$ cat src/rtl/rv_pkg.sv
package rv_pkg;

  // --------------------
  // Widths and sizes
  // --------------------

  localparam int xlen = 32;
  localparam int imem_aw = 8;
  localparam int imem_depth = 1 << imem_aw;
  localparam int nregs = 32;

  typedef logic [xlen-1:0] word_t;
  typedef logic [4:0] reg_idx_t;

  // PC advance per instruction
  localparam word_t pc_step = 4;

  // --------------------
  // Encodings
  // --------------------

  localparam logic [6:0] opc_op = 7'b0110011;
  localparam logic [6:0] opc_op_imm = 7'b0010011;
  localparam logic [6:0] opc_lui = 7'b0110111;
  localparam logic [6:0] opc_auipc = 7'b0010111;

  // Full word, not just the opcode
  localparam logic [31:0] instr_ebreak = 32'h0010_0073;

  typedef enum logic [1:0] {
    cls_add_only = 2'd0,
    cls_reg_op   = 2'd1,
    cls_imm_op   = 2'd2
  } alu_class_e;

  typedef enum logic [3:0] {
    alu_add  = 4'd0,
    alu_sub  = 4'd1,
    alu_sll  = 4'd2,
    alu_slt  = 4'd3,
    alu_sltu = 4'd4,
    alu_xor  = 4'd5,
    alu_srl  = 4'd6,
    alu_sra  = 4'd7,
    alu_or   = 4'd8,
    alu_and  = 4'd9
  } alu_op_e;

  typedef enum logic [1:0] {
    a_rs1  = 2'd0,
    a_zero = 2'd1,
    a_pc   = 2'd2
  } a_src_e;

  // --------------------
  // Shared structs
  // --------------------

  typedef struct packed {
    logic       reg_write;
    logic       b_is_imm;
    a_src_e     a_src;
    alu_class_e alu_class;
    reg_idx_t   rd;
    reg_idx_t   rs1;
    reg_idx_t   rs2;
    logic [2:0] funct3;
    logic       funct7_b5;
    word_t      imm;
    logic       ebreak;
  } ctrl_t;

  // Program load port, one word per strobe
  typedef struct packed {
    logic               en;
    logic [imem_aw-1:0] addr;
    logic [31:0]        data;
  } imem_wr_t;

  typedef struct packed {
    logic     valid;
    word_t    pc;
    reg_idx_t rd;
    word_t    data;
  } wb_trace_t;

endpackage

$ cat src/rtl/rv_alu_dec.sv
module rv_alu_dec (
  input  rv_pkg::alu_class_e alu_class,
  input  logic [2:0]         funct3,
  input  logic               funct7_b5,
  output rv_pkg::alu_op_e    alu_op
);

  logic is_sub;
  logic is_sra;

  // Bit 30 only means SUB for register ops; ADDI uses it as imm data
  assign is_sub = (alu_class == rv_pkg::cls_reg_op) && funct7_b5;

  // Both classes carry the arithmetic shift flag in bit 30
  assign is_sra = funct7_b5;

  always_comb begin
    alu_op = rv_pkg::alu_add;

    if (alu_class != rv_pkg::cls_add_only) begin
      case (funct3)
        3'b000: begin
          alu_op = is_sub ? rv_pkg::alu_sub : rv_pkg::alu_add;
        end
        3'b001: begin
          alu_op = rv_pkg::alu_sll;
        end
        3'b010: begin
          alu_op = rv_pkg::alu_slt;
        end
        3'b011: begin
          alu_op = rv_pkg::alu_sltu;
        end
        3'b100: begin
          alu_op = rv_pkg::alu_xor;
        end
        3'b101: begin
          alu_op = is_sra ? rv_pkg::alu_sra : rv_pkg::alu_srl;
        end
        3'b110: begin
          alu_op = rv_pkg::alu_or;
        end
        default: begin
          alu_op = rv_pkg::alu_and;
        end
      endcase
    end
  end

endmodule

$ cat config.mk
export PLATFORM = sky130hd
export DESIGN_NAME = rv_alu_dec
export DESIGN_NICKNAME = d
export VERILOG_FILES = /design/src/rtl/rv_pkg.sv /design/src/rtl/rv_alu_dec.sv
export SDC_FILE = /design/constraint.sdc
export NUM_CORES = 1
export LEC_CHECK = 0
export BUFFER_PORTS_ARGS = -buffer_cell sky130_fd_sc_hd__buf_2
export CAP_MARGIN = 0
export CORE_AREA = 4 4 41 43
export DETAILED_ROUTE_END_ITERATION = 7
export DIE_AREA = 0 0 45 47
export PLACE_DENSITY = 0.3
export RECOVER_POWER = 50
export SLEW_MARGIN = 40
export SYNTH_ARGS = -nofsm -noshare
export SYNTH_HDL_FRONTEND = slang
export SYNTH_SLANG_ARGS = --single-unit
export TNS_END_PERCENT = 50
$ cat constraint.sdc
create_clock -name vclk -period 0.8
set_input_delay 0.12 -clock vclk [all_inputs]
set_output_delay 0.12 -clock vclk [all_outputs]
set_load 0.1 [all_outputs]
==> summary.md <==
| Metric | Value |
|---|---|
| Result of the run | `complete, but fails checks` |
| Violated checks | `negative setup slack` |
| Area leader, netlist | `nor2_1` |
| Largest incremental delay on the critical path | `370 ps` |
| Most common cell type on the critical path | `buf_12` |
| Power per standard cell area | `893 mW/mm2` |
| Via count of the first global-routing pass | `181` |
| First-pass GRT wire length | `696 um` |
| Via-per-instance ratio | `3.59` |
| Net Count, Synth | `20` |
| Placer Congestion | `0.626` |
| Seq cells | `0` |
| Initial drt markers | `0` |
| Library cells used by synthesis | `8` |
| Arrival time worst endpoint | `930 ps` |
| Kind of cell adding the most delay to the critical path | `compound AO/OA/AOI/OAI gates` |
| Total length of routed wires | `442 um` |
| Most frequent cell after synthesis | `nor2_1` |
| Critical Path, Cell by Cell | `buf_12 > nand2_8 > nor2_4 > a2111oi_4 > buf_12` |
| Share of the synthesized area in the top cell type | `0.290` |
| Static Leak | `0.162 nW` |
| Portion of the post-synthesis area used by sequential elements | `0` |
| Area enclosed by the die boundary | `0.00212 mm2` |
| List of most frequent post-synthesis cells | `6 x nor2_1, 2 x nand2_1` |
| Footprint of the flip-flops and latches | `0 um2` |
| Remaining global-route overflow | `0` |
| Max-cap viol count | `0` |
| Number of filler cells placed in the layout | `138` |
| Iteration count of the initial detailed-routing pass | `1` |
| Initial core utilization | `0.0596` |
| Area added between synthesis and finish | `416%` |
| Final setup vio count | `3` |
| Cell Rows | `13` |
| CTS Hold Bufs | `0` |
| Final standard cell area without fillers | `400 um2` |
| Clock tree buffer count of the final layout | `0` |
| Startpoint class of the critical path | `input pin` |
| IR Drop Worst-Case VDD | `0.341 mV` |
| Footprint of the multi-input gates | `160 um2` |
| Pwr Total | `0.357 mW` |
| Worst rel slew slack | `0.786` |
| Mean routed wirelength per cell | `10.0 um` |
| CP Buf/Inv Count | `2` |
| Pins Over Slew Limit | `0` |
| Tightest Pin Transition | `321 ps` |
| Setup repair after global routing missed its margin | `yes` |
| Crit path max-delay cell type | `a2111oi_4` |
| Critical setup path kind | `in -> out` |
| Detailed placement HPWL | `346 um` |
| Count of input and output buffers | `10` |
| Die span in y | `47 um` |
| Nets | `37` |
| Global Route Usage Sum | `0.0433` |
| Combined area of all synthesized cells | `77.6 um2` |
| Number of cells produced by synthesis | `14` |
| Core area | `0.00130 mm2` |
| Average cell area after synthesis | `5.54 um2` |
| DRC | `0` |
| Yosys warnings | `0` |
| Final Hold Fails | `0` |
| Number of antenna violations at the first check in global routing | `0` |
| Via total after detailed routing | `158` |
| Post-DP Area | `315 um2` |
| Crit path max fanout | `5` |
| Placement Setup Slack | `-424 ps` |
| # diodes | `0` |
| Final worst path period need | `1050 ps` |
| Pin count of the biggest net entering global routing | `7` |
| I/O pin cnt | `10` |
| Crit. End Element | `output pin` |
| Die Width | `45 um` |
| Data required time at the worst endpoint | `680 ps` |
| Setup WS post-layout | `-246 ps` |
| Max frequency | `956 MHz` |
| Share of the clock period used by the worst path after layout | `1.31` |
| Layout cells sized above 1 | `0.897` |
| Ranking of synthesized cells by area | `nor2_1 29%, mux2_2 15%, a2111oi_1 13%` |
| Number of routed nets with antenna violations | `0` |
| Worst min-delay path class | `in -> out` |
## timing repair
item,4_1_cts,5_1_grt
setup buffers,0,2
endpoints found under the setup margin,4,4
pin swaps,2,3
resized for setup,14,4
## layer usage
metal	GRT usage	routed length [um]	up-vias	part of all wire
met5	0	0	-	0
li1	-	-	80	-
met3	0.00766	34	0	0.077
met1	0.0360	141	72	0.32
met4	0	0	0	0
met2	0.105	265	6	0.60
## placed cells by master, fill, tap and decap left out, types with 2 or more instances in the layout
cell	instances
buf_12	8
buf_4	4
buf_6	2
nor2_4	4
## report_power, final
| group | switching (mW) | internal [mW] |
|---|---|---|
| combinational | 0.197 | 0.160 |
| sequential | 0 | 0 |
| clock | 0 | 0 |
| total | 0.197 | 0.160 |
## path summary, 6_finish.rpt
path / from / endpoint / slack, ps / cells after the start
min: funct3[0] / alu_op[0] / 570 / 3
max: funct3[2] / alu_op[0] / -250 / 5
## cell type report
cell class / instances / share of cell area
Timing Repair Buffer: 15 / 0.544
Inverter: 1 / 0.00938
Multi-Input combinational cell: 13 / 0.400
Tap cell: 15 / 0.0469
## cells by family after synthesis
logic type | synth area share
mux | 0.274
compound gates | 0.290
buf+inv | 0.0483
simple gates | 0.387
## metrics by stage
step / hold slack (ps) / util / setup TNS, ps / std cells
3_3_place_gp: 695 / 0.242 / -1080 / 42
5_1_grt: 583 / 0.308 / -646 / 44
4_1_cts: 570 / 0.283 / -531 / 42
2_1_floorplan: 449 / - / -1700 / 14
6_report: 574 / 0.308 / -546 / 44
3_5_place_dp: 698 / 0.242 / -1080 / 42
## worst min-delay path: cells and delay by family
| kind | cells | cell delay, ps |
|---|---|---|
| compound gates | 1 | 70 |
| buf+inv | 2 | 260 |
No activity file was read; power rests on OpenSTA's default activity.
