### config.mk
export PLATFORM = sky130hd
export DESIGN_NAME = rv_idec
export DESIGN_NICKNAME = d
export VERILOG_FILES = /design/src/rtl/rv_pkg.sv /design/src/rtl/rv_idec.sv
export SDC_FILE = /design/constraint.sdc
export NUM_CORES = 1
export LEC_CHECK = 0
export BUFFER_PORTS_ARGS = -buffer_cell sky130_fd_sc_hd__buf_2
export CORE_AREA = 3 3 48 50
export DETAILED_ROUTE_END_ITERATION = 8
export DIE_AREA = 0 0 51 53
export GPL_TIMING_DRIVEN = 1
export PLACE_DENSITY = 0.8
export SLEW_MARGIN = 20
export SYNTH_ARGS = -nofsm -noshare
export SYNTH_HDL_FRONTEND = slang
export SYNTH_SLANG_ARGS = --single-unit
### constraint.sdc
create_clock -name vclk -period 1.7
set_input_delay 0.34 -clock vclk [all_inputs]
set_output_delay 0.34 -clock vclk [all_outputs]
set_load 0.02 [all_outputs]
### src/rtl/rv_pkg.sv
package rv_pkg;

  // --------------------
  // Widths and sizes
  // --------------------

  localparam int xlen = 32;
  localparam int imem_aw = 8;
  localparam int imem_depth = 1 << imem_aw;
  localparam int nregs = 32;

  typedef logic [xlen-1:0] word_t;
  typedef logic [4:0] reg_idx_t;

  // PC advance per instruction
  localparam word_t pc_step = 4;

  // --------------------
  // Encodings
  // --------------------

  localparam logic [6:0] opc_op = 7'b0110011;
  localparam logic [6:0] opc_op_imm = 7'b0010011;
  localparam logic [6:0] opc_lui = 7'b0110111;
  localparam logic [6:0] opc_auipc = 7'b0010111;

  // Full word, not just the opcode
  localparam logic [31:0] instr_ebreak = 32'h0010_0073;

  typedef enum logic [1:0] {
    cls_add_only = 2'd0,
    cls_reg_op   = 2'd1,
    cls_imm_op   = 2'd2
  } alu_class_e;

  typedef enum logic [3:0] {
    alu_add  = 4'd0,
    alu_sub  = 4'd1,
    alu_sll  = 4'd2,
    alu_slt  = 4'd3,
    alu_sltu = 4'd4,
    alu_xor  = 4'd5,
    alu_srl  = 4'd6,
    alu_sra  = 4'd7,
    alu_or   = 4'd8,
    alu_and  = 4'd9
  } alu_op_e;

  typedef enum logic [1:0] {
    a_rs1  = 2'd0,
    a_zero = 2'd1,
    a_pc   = 2'd2
  } a_src_e;

  // --------------------
  // Shared structs
  // --------------------

  typedef struct packed {
    logic       reg_write;
    logic       b_is_imm;
    a_src_e     a_src;
    alu_class_e alu_class;
    reg_idx_t   rd;
    reg_idx_t   rs1;
    reg_idx_t   rs2;
    logic [2:0] funct3;
    logic       funct7_b5;
    word_t      imm;
    logic       ebreak;
  } ctrl_t;

  // Program load port, one word per strobe
  typedef struct packed {
    logic               en;
    logic [imem_aw-1:0] addr;
    logic [31:0]        data;
  } imem_wr_t;

  typedef struct packed {
    logic     valid;
    word_t    pc;
    reg_idx_t rd;
    word_t    data;
  } wb_trace_t;

endpackage

### src/rtl/rv_idec.sv
module rv_idec (
  input  logic [31:0]   instr,
  output rv_pkg::ctrl_t ctrl
);

  logic [6:0]    opcode;
  rv_pkg::word_t imm_i;
  rv_pkg::word_t imm_u;
  logic          is_ebreak;

  assign opcode = instr[6:0];

  // --------------------
  // Immediates
  // --------------------

  // I-type, sign extended from bit 31
  assign imm_i = {{(rv_pkg::xlen - 12){instr[31]}}, instr[31:20]};

  // U-type, upper 20 bits with zero fill
  assign imm_u = {instr[31:12], 12'b0};

  assign is_ebreak = (instr == rv_pkg::instr_ebreak);

  // --------------------
  // Control
  // --------------------

  always_comb begin
    // Fixed fields, same position in every format used here
    ctrl.rd        = instr[11:7];
    ctrl.rs1       = instr[19:15];
    ctrl.rs2       = instr[24:20];
    ctrl.funct3    = instr[14:12];
    ctrl.funct7_b5 = instr[30];
    ctrl.ebreak    = is_ebreak;

    // Defaults give a no-op
    ctrl.reg_write = 1'b0;
    ctrl.b_is_imm  = 1'b0;
    ctrl.a_src     = rv_pkg::a_rs1;
    ctrl.alu_class = rv_pkg::cls_add_only;
    ctrl.imm       = imm_i;

    case (opcode)
      rv_pkg::opc_op: begin
        ctrl.reg_write = 1'b1;
        ctrl.b_is_imm  = 1'b0;
        ctrl.alu_class = rv_pkg::cls_reg_op;
      end

      rv_pkg::opc_op_imm: begin
        ctrl.reg_write = 1'b1;
        ctrl.b_is_imm  = 1'b1;
        ctrl.alu_class = rv_pkg::cls_imm_op;
        ctrl.imm       = imm_i;
      end

      // rd = 0 + imm_u
      rv_pkg::opc_lui: begin
        ctrl.reg_write = 1'b1;
        ctrl.b_is_imm  = 1'b1;
        ctrl.a_src     = rv_pkg::a_zero;
        ctrl.alu_class = rv_pkg::cls_add_only;
        ctrl.imm       = imm_u;
      end

      // rd = pc + imm_u
      rv_pkg::opc_auipc: begin
        ctrl.reg_write = 1'b1;
        ctrl.b_is_imm  = 1'b1;
        ctrl.a_src     = rv_pkg::a_pc;
        ctrl.alu_class = rv_pkg::cls_add_only;
        ctrl.imm       = imm_u;
      end

      // Loads, stores, branches, SYSTEM and the rest
      default: begin
        ctrl.reg_write = 1'b0;
      end
    endcase
  end

endmodule

==> impl_metrics.csv <==
group,metric,value,unit
run_status,outcome,"complete, no violations",
layout,mostFrequentLayoutCell,"buf_2",
timing,setup_ws,0.0168,ns
detailed_routing,route.antenna.remaining_nets,0,
yosys,syn_avg_cell_area,6.96,um2
timing,finalHoldViolCount,0,
global_routing,grt_pass1_wl,3190,um
clock_tree,postCtsSetupRepairBufs,0,
layout,drive_above_1_share,72.3,%
die,die_x,51,um
yosys,ys.warnings.count,0,
global_routing,grt_max_degree,19,
place,pre_cts_ws,-0.104,ns
detailed_routing,via_per_inst,4.41,
worst_setup_path,criticalPathCategory,"in2out",
worst_setup_path,critical_path.startpoint_type,"input port",
job,maxCapViolations,0,
detailed_routing,drt_iter0_drc,2,
yosys,yosys.cell_types.count,20,
timing,whs,0.919,ns
pwr,vdd_drop_max,0.000219,V
layout,clkbuf_count,0,
yosys,netlist_area,557,um2
place,gp_congestion,0.709,
place,hpwl,1800,um
yosys,synthCells,80,
worst_setup_path,worstSetupEndpointType,"output port",
pwr,total_power,0.294,mW
pwr,p_leak,0.655,nW
place,portBuffers,90,
detailed_routing,drc,0,
die,dieArea,2700,um2
worst_setup_path,crit_arrival,1.34,ns
detailed_routing,wl_per_cell,11.6,um
detailed_routing,via_count,802,
timing,worst_pin_slew,0.228,ns
global_routing,grt_pass1_vias,725,
die,core-area,1940,um2
global_routing,grt.overflow.total,0,
timing,rsz0062_at_grt,"true",
detailed_routing,first_pass_iters,2,
timing,relSlewSlack,84.6,%
layout,mostFrequentLayoutCells,"85 x buf_2, 19 x a21o_1, 13 x buf_4, 11 x nor2b_1",
clock_tree,cts_hold_buffers,0,
layout,nFlopsAndLatches,0,
place,placed_cell_area,957,um2
detailed_routing,routed_wl,2110,um
global_routing,grtUsageTotal,14.6,%
pwr,p_per_area,286,nW/um2
die,start_util,28.7,%
layout,post-route-util,53.0,%
layout,final_area,1030,um2
timing,fin_crit,1.68,ns
yosys,ys_seq_area_share,0,%
layout,seq_area,0,um2
yosys,synth_fp_nets,112,
global_routing,antenna_found_initial,0,
layout,n_antenna_cell,0,
timing,report.final.slew_viol_count,0,
layout,nNetsFinal,189,
worst_hold_path,worstHoldPathType,"in2out",
die,die_h,53,um
die,row_count,16,
timing,finalCritPeriodShare,99.0,%
die,ios,90,
timing,fmax,594,MHz
timing,setup-violations-final,0,
worst_setup_path,cp_data_required_time,1.36,ns
worst_setup_path,cp_max_fo,18,
layout,syn_to_final_growth,84.7,%
critical path: stages:
cell and delay (ns):
buf_2 0.09, and3b_2 0.23, and3_4 0.21, buf_12 0.15, a21o_1 0.17, buf_2 0.15
routing by layer:
layer  track usage, %  wire length (um)  vias to the layer above
met5                0                 0                        -
met2             29.6              1130                       42
met4            0.897                12                        0
li1                 -                 -                      408
met1             16.7               757                      350
met3             1.69               209                        2
through the flow:
stage / TNS [ns] / std cells
2_1_floorplan: 0 / 80
3_3_place_gp: -0.118 / 182
3_5_place_dp: -0.106 / 182
4_1_cts: 0 / 182
5_1_grt: -0.560 / 182
6_report: 0 / 182
cells by family (layout without fill, tap and decap cells):
logic type / Yosys count / in the layout / synth area share, %
and+or+nand+nor: 30 / 30 / 34.8
buffers and inverters: 29 / 104 / 37.5
AOI/OAI and AO/OA: 21 / 21 / 27.6
area by class of cell:
class	instances	area [um2]
inverters	3	11.3
repair buffers	101	574
multi-input cells	51	409
well taps	27	33.8
fillers	216	913
worst paths after layout:
check / start / to / slack (ns) / cells past startpoint
setup / recovery: instr[1] / ctrl[29] / 0.02 / 6
hold / removal: instr[7] / ctrl[47] / 0.92 / 2
power by group:
group | switching, mW | internal [mW] | leakage (nW)
clock | 0 | 0 | 0
combinational | 0.172 | 0.122 | 0.655
sequential | 0 | 0 | 0
total | 0.172 | 0.122 | 0.655
cells in the mapped netlist:
| cell | count | area [um2] |
|---|---|---|
| buf_4 | 22 | 165 |
| a21o_1 | 19 | 143 |
| nor2b_1 | 12 | 75.1 |
| nor4_1 | 5 | 31.3 |
| inv_1 | 3 | 11.3 |
| buf_2 | 2 | 10.0 |
| buf_6 | 2 | 22.5 |
| nand2_1 | 2 | 7.51 |
| nor3_1 | 2 | 10.0 |
| a21oi_1 | 1 | 5.00 |
| a31oi_1 | 1 | 6.26 |
| and2_1 | 1 | 6.26 |
| and3_4 | 1 | 11.3 |
| and3b_1 | 1 | 8.76 |
| nand3_1 | 1 | 5.00 |
| nand4_1 | 1 | 6.26 |
| nor3b_1 | 1 | 7.51 |
| nor4b_1 | 1 | 8.76 |
| nor4bb_1 | 1 | 10.0 |
| or3_1 | 1 | 6.26 |
what timing repair did:
action                                  in CTS  in global routing
endpoints found under the setup margin       2                 23
pin swaps                                    1                  0
gates resized for setup                      6                 10
Note: power is estimated with default switching activity, not from simulation.
