$ cat src/rtl/rv_pkg.sv
package rv_pkg;

  // --------------------
  // Widths and sizes
  // --------------------

  localparam int xlen = 32;
  localparam int imem_aw = 8;
  localparam int imem_depth = 1 << imem_aw;
  localparam int nregs = 32;

  typedef logic [xlen-1:0] word_t;
  typedef logic [4:0] reg_idx_t;

  // PC advance per instruction
  localparam word_t pc_step = 4;

  // --------------------
  // Encodings
  // --------------------

  localparam logic [6:0] opc_op = 7'b0110011;
  localparam logic [6:0] opc_op_imm = 7'b0010011;
  localparam logic [6:0] opc_lui = 7'b0110111;
  localparam logic [6:0] opc_auipc = 7'b0010111;

  // Full word, not just the opcode
  localparam logic [31:0] instr_ebreak = 32'h0010_0073;

  typedef enum logic [1:0] {
    cls_add_only = 2'd0,
    cls_reg_op   = 2'd1,
    cls_imm_op   = 2'd2
  } alu_class_e;

  typedef enum logic [3:0] {
    alu_add  = 4'd0,
    alu_sub  = 4'd1,
    alu_sll  = 4'd2,
    alu_slt  = 4'd3,
    alu_sltu = 4'd4,
    alu_xor  = 4'd5,
    alu_srl  = 4'd6,
    alu_sra  = 4'd7,
    alu_or   = 4'd8,
    alu_and  = 4'd9
  } alu_op_e;

  typedef enum logic [1:0] {
    a_rs1  = 2'd0,
    a_zero = 2'd1,
    a_pc   = 2'd2
  } a_src_e;

  // --------------------
  // Shared structs
  // --------------------

  typedef struct packed {
    logic       reg_write;
    logic       b_is_imm;
    a_src_e     a_src;
    alu_class_e alu_class;
    reg_idx_t   rd;
    reg_idx_t   rs1;
    reg_idx_t   rs2;
    logic [2:0] funct3;
    logic       funct7_b5;
    word_t      imm;
    logic       ebreak;
  } ctrl_t;

  // Program load port, one word per strobe
  typedef struct packed {
    logic               en;
    logic [imem_aw-1:0] addr;
    logic [31:0]        data;
  } imem_wr_t;

  typedef struct packed {
    logic     valid;
    word_t    pc;
    reg_idx_t rd;
    word_t    data;
  } wb_trace_t;

endpackage

$ cat src/rtl/rv_alu.sv
module rv_alu (
  input  rv_pkg::word_t   a,
  input  rv_pkg::word_t   b,
  input  rv_pkg::alu_op_e alu_op,
  output rv_pkg::word_t   result
);

  logic [4:0] shamt;
  logic       lt_s;
  logic       lt_u;

  // Shift amount from the low five bits only
  assign shamt = b[4:0];

  // Compare results for SLT and SLTU
  assign lt_s = $signed(a) < $signed(b);
  assign lt_u = a < b;

  always_comb begin
    case (alu_op)
      rv_pkg::alu_add:  result = a + b;
      rv_pkg::alu_sub:  result = a - b;
      rv_pkg::alu_sll:  result = a << shamt;
      rv_pkg::alu_slt:  result = {{(rv_pkg::xlen - 1){1'b0}}, lt_s};
      rv_pkg::alu_sltu: result = {{(rv_pkg::xlen - 1){1'b0}}, lt_u};
      rv_pkg::alu_xor:  result = a ^ b;
      rv_pkg::alu_srl:  result = a >> shamt;
      // Sign bit fills from the left
      rv_pkg::alu_sra:  result = rv_pkg::word_t'($signed(a) >>> shamt);
      rv_pkg::alu_or:   result = a | b;
      rv_pkg::alu_and:  result = a & b;
      default:          result = '0;
    endcase
  end

endmodule

$ cat config.mk
export PLATFORM = sky130hd
export DESIGN_NAME = rv_alu
export DESIGN_NICKNAME = d
export VERILOG_FILES = /design/src/rtl/rv_pkg.sv /design/src/rtl/rv_alu.sv
export SDC_FILE = /design/constraint.sdc
export NUM_CORES = 1
export LEC_CHECK = 0
export BUFFER_PORTS_ARGS = -buffer_cell sky130_fd_sc_hd__buf_4
export CAP_MARGIN = 20
export CORE_ASPECT_RATIO = 0.5
export CORE_UTILIZATION = 30
export DETAILED_ROUTE_END_ITERATION = 8
export PLACE_DENSITY = 0.51
export SETUP_SLACK_MARGIN = 0.1
export SYNTH_ARGS = -nofsm -noshare
export SYNTH_HDL_FRONTEND = slang
export SYNTH_SLANG_ARGS = --single-unit
$ cat constraint.sdc
create_clock -name vclk -period 6.2
set_input_delay 0.31 -clock vclk [all_inputs]
set_output_delay 0.31 -clock vclk [all_outputs]
set_load 0.02 [all_outputs]
==> reports/results.ini <==
[synthesis]
synth_nets=1456
ys_seq_area_share_pct=0
syn_inst=1287
yosysWarnings=0
avgSynthCellArea_sq_um=6.27
syn_area_sq_um=8060
ys_types=78

[placement]
place_congestion=1.02
io_buffers=100
dp_slack_ps=1640
place_hpwl_um=35700

[power]
powerDensity_nw_per_um2=104
peakVddDrop_v=0.0000380
p_int_uw=313
swShare_pct=66.4
switching_power_uw=617
seq_power_share_pct=0
p_comb_share_pct=100.0
cellLeakagePower_nw=3.99
pwr-share-clk_pct=0

[cells_and_area]
area_growth_syn_to_layout_pct=11.1
final_nets=1474
clockBufferCount=0
drive_gt1_share_pct=11.9
regArea_sq_um=0
seq_cell_count=0

[worst_setup_path]
start_kind=input pin
path_class=in -> out
path_cells=buf_4 > clkinv_1 > buf_4 > ha_1 > nor3_2 > o21ai_1 > a311oi_2 > nor3_2 > o41ai_2 > a31oi_1 > o221a_1 > o221ai_2 > xnor2_1 > a221o_1 > buf_4
slowest_stage=buf_4
crit_top_cell=buf_4
worstSetupEndpointType=output port
cp_top_family=compound AO/OA/AOI/OAI gates
path_buf_inv=4
path_max_fanout=72
slowest_delay_ps=530
crit_arrival_ps=4450
worst-endpoint-required_ps=5890

[die]
die_h_um=118
placementRows=41
core_sq_um=25800
die_area_sq_um=27600
die_w_um=234
io_pins=100
initial_core_util_pct=31.3

[clock_tree]
ctsHoldBuffers=0
cts.repair.resized=0
post-cts-setup-buffers=0

[hold_path]
min-delay-start=b[31]
worstHoldEndpoint=result[31]
hp-class=in -> out
holdPathStages=5

[route]
vias=10500
wl_per_cell_um=26.8
drt_first_iter_violations=1544
firstDrtPassIters=6
drc=0
final_antenna_net_count=0
wl_um=44200
via_per_inst=6.36

[global_routing]
grt_max_degree=73
overflow=0
track_usage_pct=30.8
grt_pass1_vias=9417
antenna_found_initial=2
grt_pass1_wl_um=63200

[timing]
setup_tns_ps=0
layout_setup_ws_ps=1440
worstMarginPinSlew_ps=935
final_max_slew_viol_count=0
post-route-period-util_pct=76.7
fmax_mhz=210
rsz0062_at_grt=false
setup_viol=0
finalHoldViolations=0
min_period_ps=4760
slew_headroom_pct=37.0

[run_status]
status=finished, final reports clean

[flow_run]
cap_violations=0

==> power by group through the flow <==
stage	Clock, mW	Combinational (mW)	Sequential [mW]
detailed placement	0	0.891	0
floorplan	0	0.568	0
global route	0	0.983	0
finish	0.0000000166	0.930	0
global placement	0	0.895	0
CTS	0	0.895	0
==> placed cells by master, fill, tap and decap left out, drive strengths merged, types with 6 or more instances in the layout <==
master / synthesis / routed
o211ai: 27 / 27
buf: 41 / 115
nor3b: 6 / 6
a31oi: 22 / 22
nor4: 10 / 10
a221oi: 19 / 19
o221ai: 14 / 14
o22ai: 10 / 10
nand2: 105 / 105
mux2: 11 / 11
o21ai: 136 / 136
xnor2: 16 / 16
mux2i: 54 / 54
a211o: 13 / 13
nand2b: 14 / 14
a21oi: 129 / 129
nor3: 30 / 30
o21bai: 10 / 10
nand3: 25 / 25
nor2b: 12 / 12
a21o: 24 / 24
o2111ai: 6 / 6
a221o: 8 / 8
nor2: 185 / 185
inv: 89 / 89
a211oi: 22 / 22
ha: 99 / 99
==> Yosys cell counts (4+ instances only) <==
library cell,count,area (sq um)
a211o_1,13,114
a211oi_1,22,165
a21o_1,24,180
a21oi_1,129,646
a221o_1,8,80.1
a221oi_1,19,166
a31oi_1,22,138
and2_1,5,31.3
and3_1,4,25.0
buf_1,17,63.8
buf_2,20,100
clkbuf_1,59,221
ha_1,99,1240
inv_1,89,334
mux2_2,11,124
mux2i_1,54,541
mux4_2,5,113
nand2_1,104,390
nand2b_1,14,87.6
nand3_1,25,125
nor2_1,184,691
nor2b_1,12,75.1
nor3_1,27,135
nor3b_1,6,45.0
nor4_1,10,62.6
nor4b_1,4,35.0
o2111ai_1,6,52.6
o211ai_1,27,203
o21a_1,4,30.0
o21ai_0,133,666
o21bai_1,9,67.6
o221ai_1,13,114
o22ai_1,10,62.6
o311ai_0,4,35.0
o31a_1,4,35.0
o31ai_1,5,37.5
or2_2,4,25.0
or3_1,4,25.0
xnor2_1,16,140
==> final cells by class <==
cell class	instances	area [sq um]
Multi-Input combinational cell	1097	7320
Timing Repair Buffer	116	868
Tap cell	344	430
Fill cell	2881	16800
Antenna cell	1	2.50
Inverter	90	338
==> per-layer routing <==
metal  up-vias  share of wire, %  GRT usage, %  routed length, um
met5         -             0.061             0                 27
met4         4               1.4          3.29                631
met1      5069                45          46.1              20100
met3        57                16          13.9               7120
met2       627                37          40.0              16300
li1       4731                 -             -                  -
==> cell families (layout without fill, tap and decap cells) <==
family | count (synthesis) | count (layout) | synth area share (%)
AO/OA/AOI/OAI | 492 | 492 | 40.0
AND/OR/NAND/NOR | 415 | 415 | 23.0
buffers and inverters | 190 | 206 | 9.43
adder cells (fa/ha/maj) | 101 | 101 | 15.9
other | 0 | 1 | 0
multiplexers | 70 | 70 | 9.64
XOR/XNOR | 19 | 19 | 2.06
==> metrics by stage <==
step | total power, mW | utilization [%] | std cells | instance area [sq um] | hold WS [ps]
4_1_cts | 0.895 | 34.7 | 1646 | 8950 | 1170
3_5_place_dp | 0.891 | 34.7 | 1646 | 8950 | 1170
5_1_grt | 0.983 | 34.7 | 1647 | 8960 | 1200
6_report | 0.930 | 34.7 | 1648 | 8960 | 1170
3_3_place_gp | 0.895 | 34.7 | 1646 | 8950 | 1170
2_1_floorplan | 0.568 | - | 1287 | 8060 | 999
==> worst max path at each step <==
| stage | from | endpoint | slack (ps) | cells past startpoint |
|---|---|---|---|---|
| after global routing | b[3] | result[27] | 1280 | 15 |
| after floorplan | b[2] | result[31] | 1840 | 17 |
| after detailed placement | b[3] | result[27] | 1640 | 15 |
| after global placement | b[3] | result[27] | 1720 | 15 |
| after CTS | b[3] | result[27] | 1610 | 15 |
| final | b[3] | result[27] | 1440 | 15 |
==> tightest hold or removal path: cells and delay by family <==
family                     cells  cell delay (ps)
AOI/OAI and AO/OA              2              180
buffers and inverters          2              230
adders and majority gates      1              130
Note: power is estimated with default switching activity, not from simulation.
