`src/rtl/rv_pkg.sv`:
```
package rv_pkg;

  // --------------------
  // Widths and sizes
  // --------------------

  localparam int xlen = 32;
  localparam int imem_aw = 8;
  localparam int imem_depth = 1 << imem_aw;
  localparam int nregs = 32;

  typedef logic [xlen-1:0] word_t;
  typedef logic [4:0] reg_idx_t;

  // PC advance per instruction
  localparam word_t pc_step = 4;

  // --------------------
  // Encodings
  // --------------------

  localparam logic [6:0] opc_op = 7'b0110011;
  localparam logic [6:0] opc_op_imm = 7'b0010011;
  localparam logic [6:0] opc_lui = 7'b0110111;
  localparam logic [6:0] opc_auipc = 7'b0010111;

  // Full word, not just the opcode
  localparam logic [31:0] instr_ebreak = 32'h0010_0073;

  typedef enum logic [1:0] {
    cls_add_only = 2'd0,
    cls_reg_op   = 2'd1,
    cls_imm_op   = 2'd2
  } alu_class_e;

  typedef enum logic [3:0] {
    alu_add  = 4'd0,
    alu_sub  = 4'd1,
    alu_sll  = 4'd2,
    alu_slt  = 4'd3,
    alu_sltu = 4'd4,
    alu_xor  = 4'd5,
    alu_srl  = 4'd6,
    alu_sra  = 4'd7,
    alu_or   = 4'd8,
    alu_and  = 4'd9
  } alu_op_e;

  typedef enum logic [1:0] {
    a_rs1  = 2'd0,
    a_zero = 2'd1,
    a_pc   = 2'd2
  } a_src_e;

  // --------------------
  // Shared structs
  // --------------------

  typedef struct packed {
    logic       reg_write;
    logic       b_is_imm;
    a_src_e     a_src;
    alu_class_e alu_class;
    reg_idx_t   rd;
    reg_idx_t   rs1;
    reg_idx_t   rs2;
    logic [2:0] funct3;
    logic       funct7_b5;
    word_t      imm;
    logic       ebreak;
  } ctrl_t;

  // Program load port, one word per strobe
  typedef struct packed {
    logic               en;
    logic [imem_aw-1:0] addr;
    logic [31:0]        data;
  } imem_wr_t;

  typedef struct packed {
    logic     valid;
    word_t    pc;
    reg_idx_t rd;
    word_t    data;
  } wb_trace_t;

endpackage

```
`src/rtl/rv_regfile.sv`:
```
module rv_regfile (
  input  logic             clk,
  input  logic             rst_n,
  input  rv_pkg::reg_idx_t rs1_addr,
  input  rv_pkg::reg_idx_t rs2_addr,
  output rv_pkg::word_t    rs1_data,
  output rv_pkg::word_t    rs2_data,
  input  logic             rd_en,
  input  rv_pkg::reg_idx_t rd_addr,
  input  rv_pkg::word_t    rd_data
);

  rv_pkg::word_t regs [rv_pkg::nregs];

  // --------------------
  // Write port
  // --------------------

  // x0 is never written, so it keeps its reset value of zero
  always_ff @(posedge clk or negedge rst_n) begin
    if (!rst_n) begin
      for (int i = 0; i < rv_pkg::nregs; i++) begin
        regs[i] <= '0;
      end
    end else if (rd_en && (rd_addr != '0)) begin
      regs[rd_addr] <= rd_data;
    end
  end

  // --------------------
  // Read ports
  // --------------------

  assign rs1_data = regs[rs1_addr];
  assign rs2_data = regs[rs2_addr];

endmodule

```
`config.mk`:
```
export PLATFORM = sky130hd
export DESIGN_NAME = rv_regfile
export DESIGN_NICKNAME = d
export VERILOG_FILES = /design/src/rtl/rv_pkg.sv /design/src/rtl/rv_regfile.sv
export SDC_FILE = /design/constraint.sdc
export NUM_CORES = 2
export LEC_CHECK = 0
export BUFFER_PORTS_ARGS = -buffer_cell sky130_fd_sc_hd__buf_2
export CAP_MARGIN = 30
export CORE_MARGIN = 2
export CORE_UTILIZATION = 55
export DETAILED_ROUTE_END_ITERATION = 8
export PLACE_DENSITY = 0.79
export SLEW_MARGIN = 20
export SYNTH_ARGS = -nofsm -noshare
export SYNTH_HDL_FRONTEND = slang
export SYNTH_SLANG_ARGS = --single-unit
```
`constraint.sdc`:
```
create_clock -name clk -period 1.8 [get_ports clk]
set_input_delay 0.18 -clock clk [delete_from_list [all_inputs] [get_ports clk]]
set_output_delay 0.18 -clock clk [all_outputs]
set_load 0.05 [all_outputs]
```
==> impl_metrics.env <==
export IMPL_p_leak_nw=31.52
export IMPL_synthTopCellsByCount="dfrtp_1 (1024), mux2i_1 (1024), mux2_2 (953), clkbuf_1 (224), nand2_1 (210)"
export IMPL_hold_path_class="in -> reg"
export IMPL_synth_flop_cell="dfrtp_1"
export IMPL_synthCells=4601
export IMPL_drive_gt1_share_pct=38.70
export IMPL_numPortBuffers=113
export IMPL_postRouteAntennaNets=0
export IMPL_worst_ep_required_time_ns=1.62
export IMPL_nFillCells=6949
export IMPL_nets=4824
export IMPL_synth_area_leaders="dfrtp_1 (46%), mux2_2 (19%), mux2i_1 (18%)"
export IMPL_cts_root_buf="clkbuf_16"
export IMPL_min_path_cells=2
export IMPL_synth_top_area_cell="dfrtp_1"
export IMPL_synth_seq_cells=1024
export IMPL_end_kind="output port"
export IMPL_design_area_um2=66650
export IMPL_setup_ws_ns=-0.5567
export IMPL_largest_register_ffs=1024
export IMPL_fin_crit_sh_pct=130.9
export IMPL_clkTransAtPathRegs_ns=0.07
export IMPL_dieArea_um2=104300
export IMPL_violations="setup timing"
export IMPL_clockBufferDepth=3
export IMPL_outcome="finished with violations"
export IMPL_peakVddDrop_mv=0.8967
export IMPL_worst_pin_slew_ns=0.6913
export IMPL_placed_area_um2=61590
export IMPL_gr_total_overflow=0
export IMPL_dp_slack_ns=-0.3904
export IMPL_dpl_hpwl_um=109600
export IMPL_instances_no_fill=6218
export IMPL_track_usage_pct=32.98
export IMPL_io_pins=114
export IMPL_r2r_cells=3
export IMPL_grt_pass1_wl_um=263000
export IMPL_vias=41270
export IMPL_whs_endpoint="regs[912]"
export IMPL_initial_core_util_pct=55.70
export IMPL_reg2reg_slack_ns=0.78
export IMPL_place_inst=6030
export IMPL_crit_fanout=3
export IMPL_pwr_density_cell_nw_per_um2=1046
export IMPL_htree_levels=3
export IMPL_crit_path_top_delay_cell="dfrtp_1"
export IMPL_reg2reg_from="regs[862]"
export IMPL_fin_crit_ns=2.357
export IMPL_grt_pass1_vias=42630
export IMPL_wire_per_inst_um=27.90
export IMPL_cp_slowest_stage_delay_ns=0.40
export IMPL_synth_nets=4651
export IMPL_multi_input_area_um2=29210
export IMPL_seq_area_um2=25620
export IMPL_setup_tns_ns=-28.09
export IMPL_ys_types=28
export IMPL_postSynthAreaPerCell_um2=12.16
export IMPL_tritoncts="yes"
export IMPL_coreArea_um2=100400
export IMPL_synth_edf_count=0
export IMPL_numCtsBuffers=104
export IMPL_regToRegEndpoint="regs[862]"
export IMPL_diodes=0
export IMPL_vias_per_cell=6.638
export IMPL_critical_path_buf_inv_count=1
export IMPL_drv_cap=0
export IMPL_reg_top3="regs x1024"
export IMPL_yosysSeqAreaShare_pct=45.81
export IMPL_clkSinkCount=1024
export IMPL_yosys_warnings=0
export IMPL_first_pass_iters=6
export IMPL_clock_skew_ns=0
export IMPL_rows=116
export IMPL_place_gp_congestion=0.9041
export IMPL_die_w_um=322.9
export IMPL_largest_register="regs"
export IMPL_crit_type="reg -> out"
export IMPL_min_from="rd_data[16]"
export IMPL_setup_viol=64
export IMPL_die_y_um=322.9
export IMPL_synthToLayoutAreaGrowth_pct=19.15
export IMPL_drv_slew=0
export IMPL_clock_latency_ns=0.67
export IMPL_arrival_ns=2.18
export IMPL_antenna_found_initial=7
export IMPL_crit_family="compound AO/OA/AOI/OAI gates"
export IMPL_finalHoldViolations=0
export IMPL_yosysTopAreaCellShare_pct=45.81
export IMPL_max_slew_margin_rel_pct=53.82
export IMPL_drt_wl_total_um=173500
export IMPL_drc=0
export IMPL_grt_start_max_net_pins=117
export IMPL_cp_start_kind="flop"
export IMPL_async_reset_ff_share_pct=100.0
export IMPL_p_total_mw=69.72
export IMPL_syn_area_um2=55940
export IMPL_grt_setup_unrepaired="yes"
export IMPL_path_cells="mux2i_1 -> a22o_1 -> nor3_2 -> a31oi_2 -> nand3_2 -> buf_12"
export IMPL_drtIter0Drc=4091
export IMPL_fmax_ghz=0.4243
[power breakdown]
| group | leakage (nW) | internal (mW) | switching, mW |
|---|---|---|---|
| Clock | 1.78 | 13.7 | 9.46 |
| Combinational | 16.6 | 7.97 | 7.60 |
| Sequential | 13.1 | 27.4 | 3.61 |
| Total | 31.5 | 49.0 | 20.7 |
[placed cells by master (no fill, tap or decap), drive strengths merged]
cell | synthesis | layout
or2 | 3 | 3
a22o | 128 | 128
and3b | 1 | 1
nand2 | 210 | 210
nor2 | 19 | 19
nor2b | 4 | 4
bufinv | 0 | 13
nand3 | 194 | 194
mux2i | 1024 | 1024
dfrtp | 1024 | 1024
nor3 | 65 | 65
a31oi | 64 | 64
clkinvlp | 0 | 10
or3b | 1 | 1
nor3b | 4 | 4
a21oi | 192 | 192
nand3b | 4 | 4
and3 | 1 | 1
buf | 249 | 538
nand2b | 4 | 4
inv | 0 | 3
a22oi | 192 | 192
clkinv | 0 | 20
dlygate4sd3 | 0 | 2
mux2 | 992 | 992
clkbuf | 224 | 147
and2 | 2 | 2
[repair_timing]
action | CTS | global route
hold buffers | 2 | 0
cloned | 0 | 0
setup endpoints to repair | 64 | 64
pin swaps | 101 | 100
hold endpoints to repair | 1024 | 0
gates resized for setup | 233 | 61
setup buffers | 6 | 5
[cell type report]
cell class | instances | area share (%)
Multi-Input combinational cell | 3104 | 43.83
Sequential cell | 1024 | 38.44
Timing Repair Buffer | 540 | 9.690
Clock buffer | 147 | 4.573
Tap cell | 1357 | 2.547
Clock inverter | 46 | 0.9161
[stage by stage]
step	hold WS (ns)	util (%)
2_1_floorplan	-0.1156	-
4_1_cts	0.08944	66.06
5_1_grt	0.1297	66.36
3_5_place_dp	0.03442	61.32
6_report	0.1230	66.36
3_3_place_gp	0.03569	61.32
[metal layers]
layer	global-route usage, %	share of wire [%]	routed length [µm]	vias up
met2	51.79	46	80070	2157
met5	0	0.021	36	-
li1	-	-	-	17330
met3	6.768	8.4	14490	583
met4	18.09	5.8	10040	6
met1	42.90	40	68840	21200
[worst max-delay path by stage]
| stage | from | end | slack (ns) | cells past startpoint |
|---|---|---|---|---|
| floorplan | rs2_addr[1] | rs2_data[10] | 0.0004 | 8 |
| global placement | rs1_addr[1] | rs1_data[19] | -0.36 | 9 |
| detailed placement | rs2_addr[1] | rs2_data[12] | -0.39 | 9 |
| CTS | regs[946] | rs2_data[18] | -0.57 | 6 |
| global route | regs[930] | rs1_data[2] | -0.62 | 6 |
| finish | regs[930] | rs1_data[2] | -0.56 | 6 |
[logic make-up after synthesis]
family	share of synthesized area, %
buf+inv	4.496
simple gates	4.395
flops	45.81
mux	38.29
compound gates	7.014
Note: power is estimated with default switching activity, not from simulation.
