### src/rtl/rv_pkg.sv
package rv_pkg;

  // --------------------
  // Widths and sizes
  // --------------------

  localparam int xlen = 32;
  localparam int imem_aw = 8;
  localparam int imem_depth = 1 << imem_aw;
  localparam int nregs = 32;

  typedef logic [xlen-1:0] word_t;
  typedef logic [4:0] reg_idx_t;

  // PC advance per instruction
  localparam word_t pc_step = 4;

  // --------------------
  // Encodings
  // --------------------

  localparam logic [6:0] opc_op = 7'b0110011;
  localparam logic [6:0] opc_op_imm = 7'b0010011;
  localparam logic [6:0] opc_lui = 7'b0110111;
  localparam logic [6:0] opc_auipc = 7'b0010111;

  // Full word, not just the opcode
  localparam logic [31:0] instr_ebreak = 32'h0010_0073;

  typedef enum logic [1:0] {
    cls_add_only = 2'd0,
    cls_reg_op   = 2'd1,
    cls_imm_op   = 2'd2
  } alu_class_e;

  typedef enum logic [3:0] {
    alu_add  = 4'd0,
    alu_sub  = 4'd1,
    alu_sll  = 4'd2,
    alu_slt  = 4'd3,
    alu_sltu = 4'd4,
    alu_xor  = 4'd5,
    alu_srl  = 4'd6,
    alu_sra  = 4'd7,
    alu_or   = 4'd8,
    alu_and  = 4'd9
  } alu_op_e;

  typedef enum logic [1:0] {
    a_rs1  = 2'd0,
    a_zero = 2'd1,
    a_pc   = 2'd2
  } a_src_e;

  // --------------------
  // Shared structs
  // --------------------

  typedef struct packed {
    logic       reg_write;
    logic       b_is_imm;
    a_src_e     a_src;
    alu_class_e alu_class;
    reg_idx_t   rd;
    reg_idx_t   rs1;
    reg_idx_t   rs2;
    logic [2:0] funct3;
    logic       funct7_b5;
    word_t      imm;
    logic       ebreak;
  } ctrl_t;

  // Program load port, one word per strobe
  typedef struct packed {
    logic               en;
    logic [imem_aw-1:0] addr;
    logic [31:0]        data;
  } imem_wr_t;

  typedef struct packed {
    logic     valid;
    word_t    pc;
    reg_idx_t rd;
    word_t    data;
  } wb_trace_t;

endpackage

### src/rtl/rv_pc.sv
module rv_pc (
  input  logic          clk,
  input  logic          rst_n,
  input  logic          halt,
  output rv_pkg::word_t pc
);

  rv_pkg::word_t pc_next;

  // Sequential fetch only, no branch targets
  assign pc_next = pc + rv_pkg::pc_step;

  // Hold on halt so the EBREAK stays at pc
  always_ff @(posedge clk or negedge rst_n) begin
    if (!rst_n) begin
      pc <= '0;
    end else if (!halt) begin
      pc <= pc_next;
    end
  end

endmodule

### config.mk
export PLATFORM = sky130hd
export DESIGN_NAME = rv_pc
export DESIGN_NICKNAME = d
export VERILOG_FILES = /design/src/rtl/rv_pkg.sv /design/src/rtl/rv_pc.sv
export SDC_FILE = /design/constraint.sdc
export NUM_CORES = 1
export LEC_CHECK = 0
export ABC_CLOCK_PERIOD_IN_PS = 3800
export BUFFER_PORTS_ARGS = -buffer_cell sky130_fd_sc_hd__buf_2
export CAP_MARGIN = 10
export CORE_MARGIN = 2
export CORE_UTILIZATION = 50
export CTS_CLUSTER_DIAMETER = 30
export DETAILED_ROUTE_END_ITERATION = 8
export HOLD_SLACK_MARGIN = 0.03
export PLACE_DENSITY = 0.84
export SYNTH_ARGS = -nofsm -noshare
export SYNTH_HDL_FRONTEND = slang
export SYNTH_SLANG_ARGS = --single-unit
### constraint.sdc
create_clock -name clk -period 3.8 [get_ports clk]
set_input_delay 0.38 -clock clk [delete_from_list [all_inputs] [get_ports clk]]
set_output_delay 0.38 -clock clk [all_outputs]
set_load 0.1 [all_outputs]
==> reports/summary.log <==
INFO  outcome        status=complete, but fails checks
INFO  outcome        violations=design-rule violations
INFO  clock_network  cts_resized=0
INFO  power_and_ir_drop pwr-share-comb=0.394
INFO  clock_network  cts-htree-levels=2
INFO  route          vias=1052
INFO  route          drt.antenna.violating_nets=0
INFO  route          route.detailed.drc=2
INFO  finish         final-seq-area=750.7µm²
INFO  worst_setup_path timing.reg2reg.worst_path_depth=5
INFO  global_routing track_usage=0.1886
INFO  worst_setup_path crit_path_max_fanout=8
INFO  finish         drive_gt1_frac=0.2919
INFO  finish         reg.largest.list=pc x30
INFO  worst_setup_path start_kind=register
INFO  clock_network  clk_path_buf_depth=2
INFO  finish         number_of_fillers_in_the_final_layout=235
INFO  clock_network  cts_tree=built
INFO  place          gp_congestion=0.7531
INFO  route          finalWirelength=2858µm
INFO  yosys          synth_warnings=0
INFO  yosys          yosys.area_share.adder=0.008333
INFO  worst_setup_path cp_slowest_cell=dfrtp_1
INFO  yosys          yosysSeqAreaShare=0.5000
INFO  place          dp.final_hpwl=2099µm
INFO  worst_setup_path critical_path.n_buffers_inverters=0
INFO  worst_setup_path cp_num_cells=5
INFO  yosys          synth-compound-area-share=0
INFO  global_routing grt_remaining_overflow=0
INFO  global_routing grt_max_degree=31
INFO  global_routing antenna_found_initial=0
INFO  route          routed_wire_length_per_instance=14.89µm
INFO  floorplanning  die_height=58.80µm
INFO  sta            timing.final.crit_period=1811ps
INFO  finish         final_nets=166
INFO  worst_setup_path worst_ep_required_time=4040ps
INFO  yosys          synth-xor-area-share=0.1692
INFO  power_and_ir_drop p_sw_frac=0.4843
INFO  finish         largest_reg_flops=30
INFO  floorplanning  die_width=58.80µm
INFO  floorplanning  top_level_ports=35
INFO  power_and_ir_drop power.share.clock=0.189
INFO  sta            worst_slew_pin_slew=653.0ps
INFO  worst_setup_path cp_slowest_stage_delay=510ps
INFO  clock_network  clkSinkCount=30
INFO  route          drtIter0Drc=32
INFO  floorplanning  starting_utilization_of_the_core_area=0.5352
INFO  sta            max_slew_margin=0.5647
INFO  clock_network  clkTransAtPathRegs=90ps
INFO  finish         finalCoreUtilization=0.6097
INFO  worst_setup_path timing.critical_path.to_type=register
INFO  finish         area_of_the_multi_input_gates=698.2µm²
INFO  sta            setup_slack=1989ps
INFO  yosys          post_synth_design_cell_area=1501µm²
INFO  sta            setup_violations=0
INFO  global_routing first_global_vias=1015
INFO  finish         antenna_cells_inserted=0
INFO  yosys          synth_top_family_by_area=simple AND/OR/NAND/NOR gates
INFO  route          via_per_inst=5.479
INFO  clock_network  cts-buffers-inserted=5
INFO  power_and_ir_drop power.internal=502.3µW
INFO  power_and_ir_drop ir_drop=0.0005824V
INFO  sta            clock-skew-final=11.07ps
INFO  route          drt-pass1-iter-count=6
INFO  place          port-buffer-count=32
INFO  yosys          synth.avg_cell_area=11.82µm²
INFO  floorplanning  floorplan.rows=19
INFO  worst_setup_path worstPathArrival=2050ps
INFO  sta            totalNegativeSetupSlack=0ps
INFO  yosys          post_synth_mux_area_share=0.007500
INFO  power_and_ir_drop relative_contribution_of_sequential_cells_to_total_power=0.418
INFO  sta            finalHoldViolations=0
INFO  power_and_ir_drop power.static_leakage=0.0009458µW
INFO  yosys          synth-simple-area-share=0.2750
INFO  hold_path      min-delay-path-class=in -> async
INFO  floorplanning  die_area=3457µm²
INFO  clock_network  worstSkewPairLatency=330ps
INFO  power_and_ir_drop power.switching=471.7µW
INFO  clock_network  cts_hold_buffers=0
INFO  sta            unrepaired_setup_endpoints_after_global_routing=no
INFO  power_and_ir_drop powerDensity=569.5nW/µm²
INFO  finish         syn2layout_area_growth=13.92%
INFO  global_routing wire_length_of_the_first_global_routing_pass=4836µm
INFO  sta            timing_max_transition_violations_final=0
INFO  yosys          synth_cell_type_count=26
INFO  place          place_ws=1879ps
INFO  clock_network  root_buffer=clkbuf_4
INFO  yosys          synth-seq-cells=30
INFO  finish         regMostFlops=pc
INFO  yosys          synthesis.instances=127
INFO  worst_setup_path critical_path.cell_chain=ha_1 -> and2_1 -> nand4_1 -> nor4_2 -> xor2_1
INFO  floorplanning  placeableCoreArea=2805µm²
INFO  worst_setup_path critPathKind=reg -> reg
INFO  job            timing.max_cap.violations=0
INFO  sta            finalCritPeriodShare=0.4765
INFO  worst_setup_path cp_top_family=simple AND/OR/NAND/NOR gates
INFO  clock_network  post-cts-setup-buffers=0
INFO  sta            clock.fmax=552.2MHz
## placed cells by master (no fill, tap or decap), drive strengths merged
cell type	instances
conb	2
nor4	9
xnor2	13
nand2	9
inv	3
ha	1
nor2	5
and3	3
buf	32
and2	1
nor2b	1
nand2b	1
or3	1
dfrtp	30
xor2	16
nand4	6
and4b	1
nor3	4
and4	4
nand3	12
mux2	1
clkbuf	6
## through the flow
| step | cells | hold slack, ps | total power, µW | cell area, µm² |
|---|---|---|---|---|
| 2_1_floorplan | 128 | 84.41 | 729.5 | 1505 |
| 5_1_grt | 192 | 106.6 | 1011 | 1710 |
| 3_3_place_gp | 186 | 428.3 | 785.9 | 1659 |
| 6_report | 192 | 72.93 | 974.0 | 1710 |
| 4_1_cts | 192 | 89.04 | 977.7 | 1710 |
| 3_5_place_dp | 186 | 452.1 | 793.8 | 1659 |
## power groups by stage
stage	sequential (µW)	clock [µW]	combinational [µW]
finish	407	184	383
global route	410	205	395
CTS	405	188	385
detailed placement	411	0	383
global placement	407	0	379
floorplan	652	0	77.9
## worst reg2reg max path: stages, from the launching register on
cell and delay, ps:
dfrtp_1 510, ha_1 350, and2_1 170, nand4_1 250, nor4_2 250, xor2_1 200
## logic make-up (layout without fill, tap and decap cells)
logic type	count (synthesis)	in the layout
xor+xnor	29	29
fa+ha+maj	1	1
mux	1	1
flops	30	30
simple gates	57	57
buf+inv	8	41
other cells	1	2
## layout make-up
class | instances | area share
sequential | 30 | 0.4389
inverter | 3 | 0.006584
timing repair buffer | 32 | 0.09364
multi-input combinational | 90 | 0.4082
clock buffer | 6 | 0.02999
tap | 31 | 0.02268
## metal layers
layer	global-route usage	wire (µm)	vias to the layer above	part of all wire
met5	0	0	-	0
met4	0.07792	38	0	0.013
met3	0.06154	158	4	0.055
met2	0.2810	1450	26	0.51
met1	0.2539	1211	514	0.42
li1	-	-	508	-
## cells in the mapped netlist
| master | instances | area [µm²] |
|---|---|---|
| buf_6 | 2 | 22.52 |
| nand4_1 | 4 | 25.02 |
| buf_4 | 3 | 22.52 |
| nand2_1 | 9 | 33.78 |
| nor4_4 | 4 | 85.08 |
| nand4_4 | 2 | 42.54 |
| nor2_1 | 5 | 18.77 |
| conb_1 | 1 | 3.750 |
| or3_1 | 1 | 6.260 |
| xnor2_1 | 13 | 113.9 |
| and4b_1 | 1 | 10.01 |
| nor2b_1 | 1 | 6.260 |
| ha_1 | 1 | 12.51 |
| xor2_1 | 16 | 140.1 |
| nor4_2 | 1 | 12.51 |
| nand2b_1 | 1 | 6.260 |
| nand3_1 | 12 | 60.06 |
| dfrtp_1 | 30 | 750.7 |
| mux2_2 | 1 | 11.26 |
| and3_1 | 3 | 18.77 |
| nor4_1 | 4 | 25.02 |
| nor3_1 | 4 | 20.02 |
| and4_2 | 1 | 10.01 |
| and2_1 | 1 | 6.260 |
| inv_1 | 3 | 11.26 |
| and4_1 | 3 | 26.28 |
## path summary, 6_finish.rpt
kind	from	to	slack (ps)
setup / recovery	pc[2]	pc[30]	1990
hold / removal	rst_n	pc[20]	70
setup reg to reg	pc[2]	pc[30]	1990
hold reg to reg	pc[31]	pc[31]	490
max in group asynchronous	rst_n	pc[24]	3300
min in group clk	halt	pc[2]	290
Power figures use the tool's default switching activity.
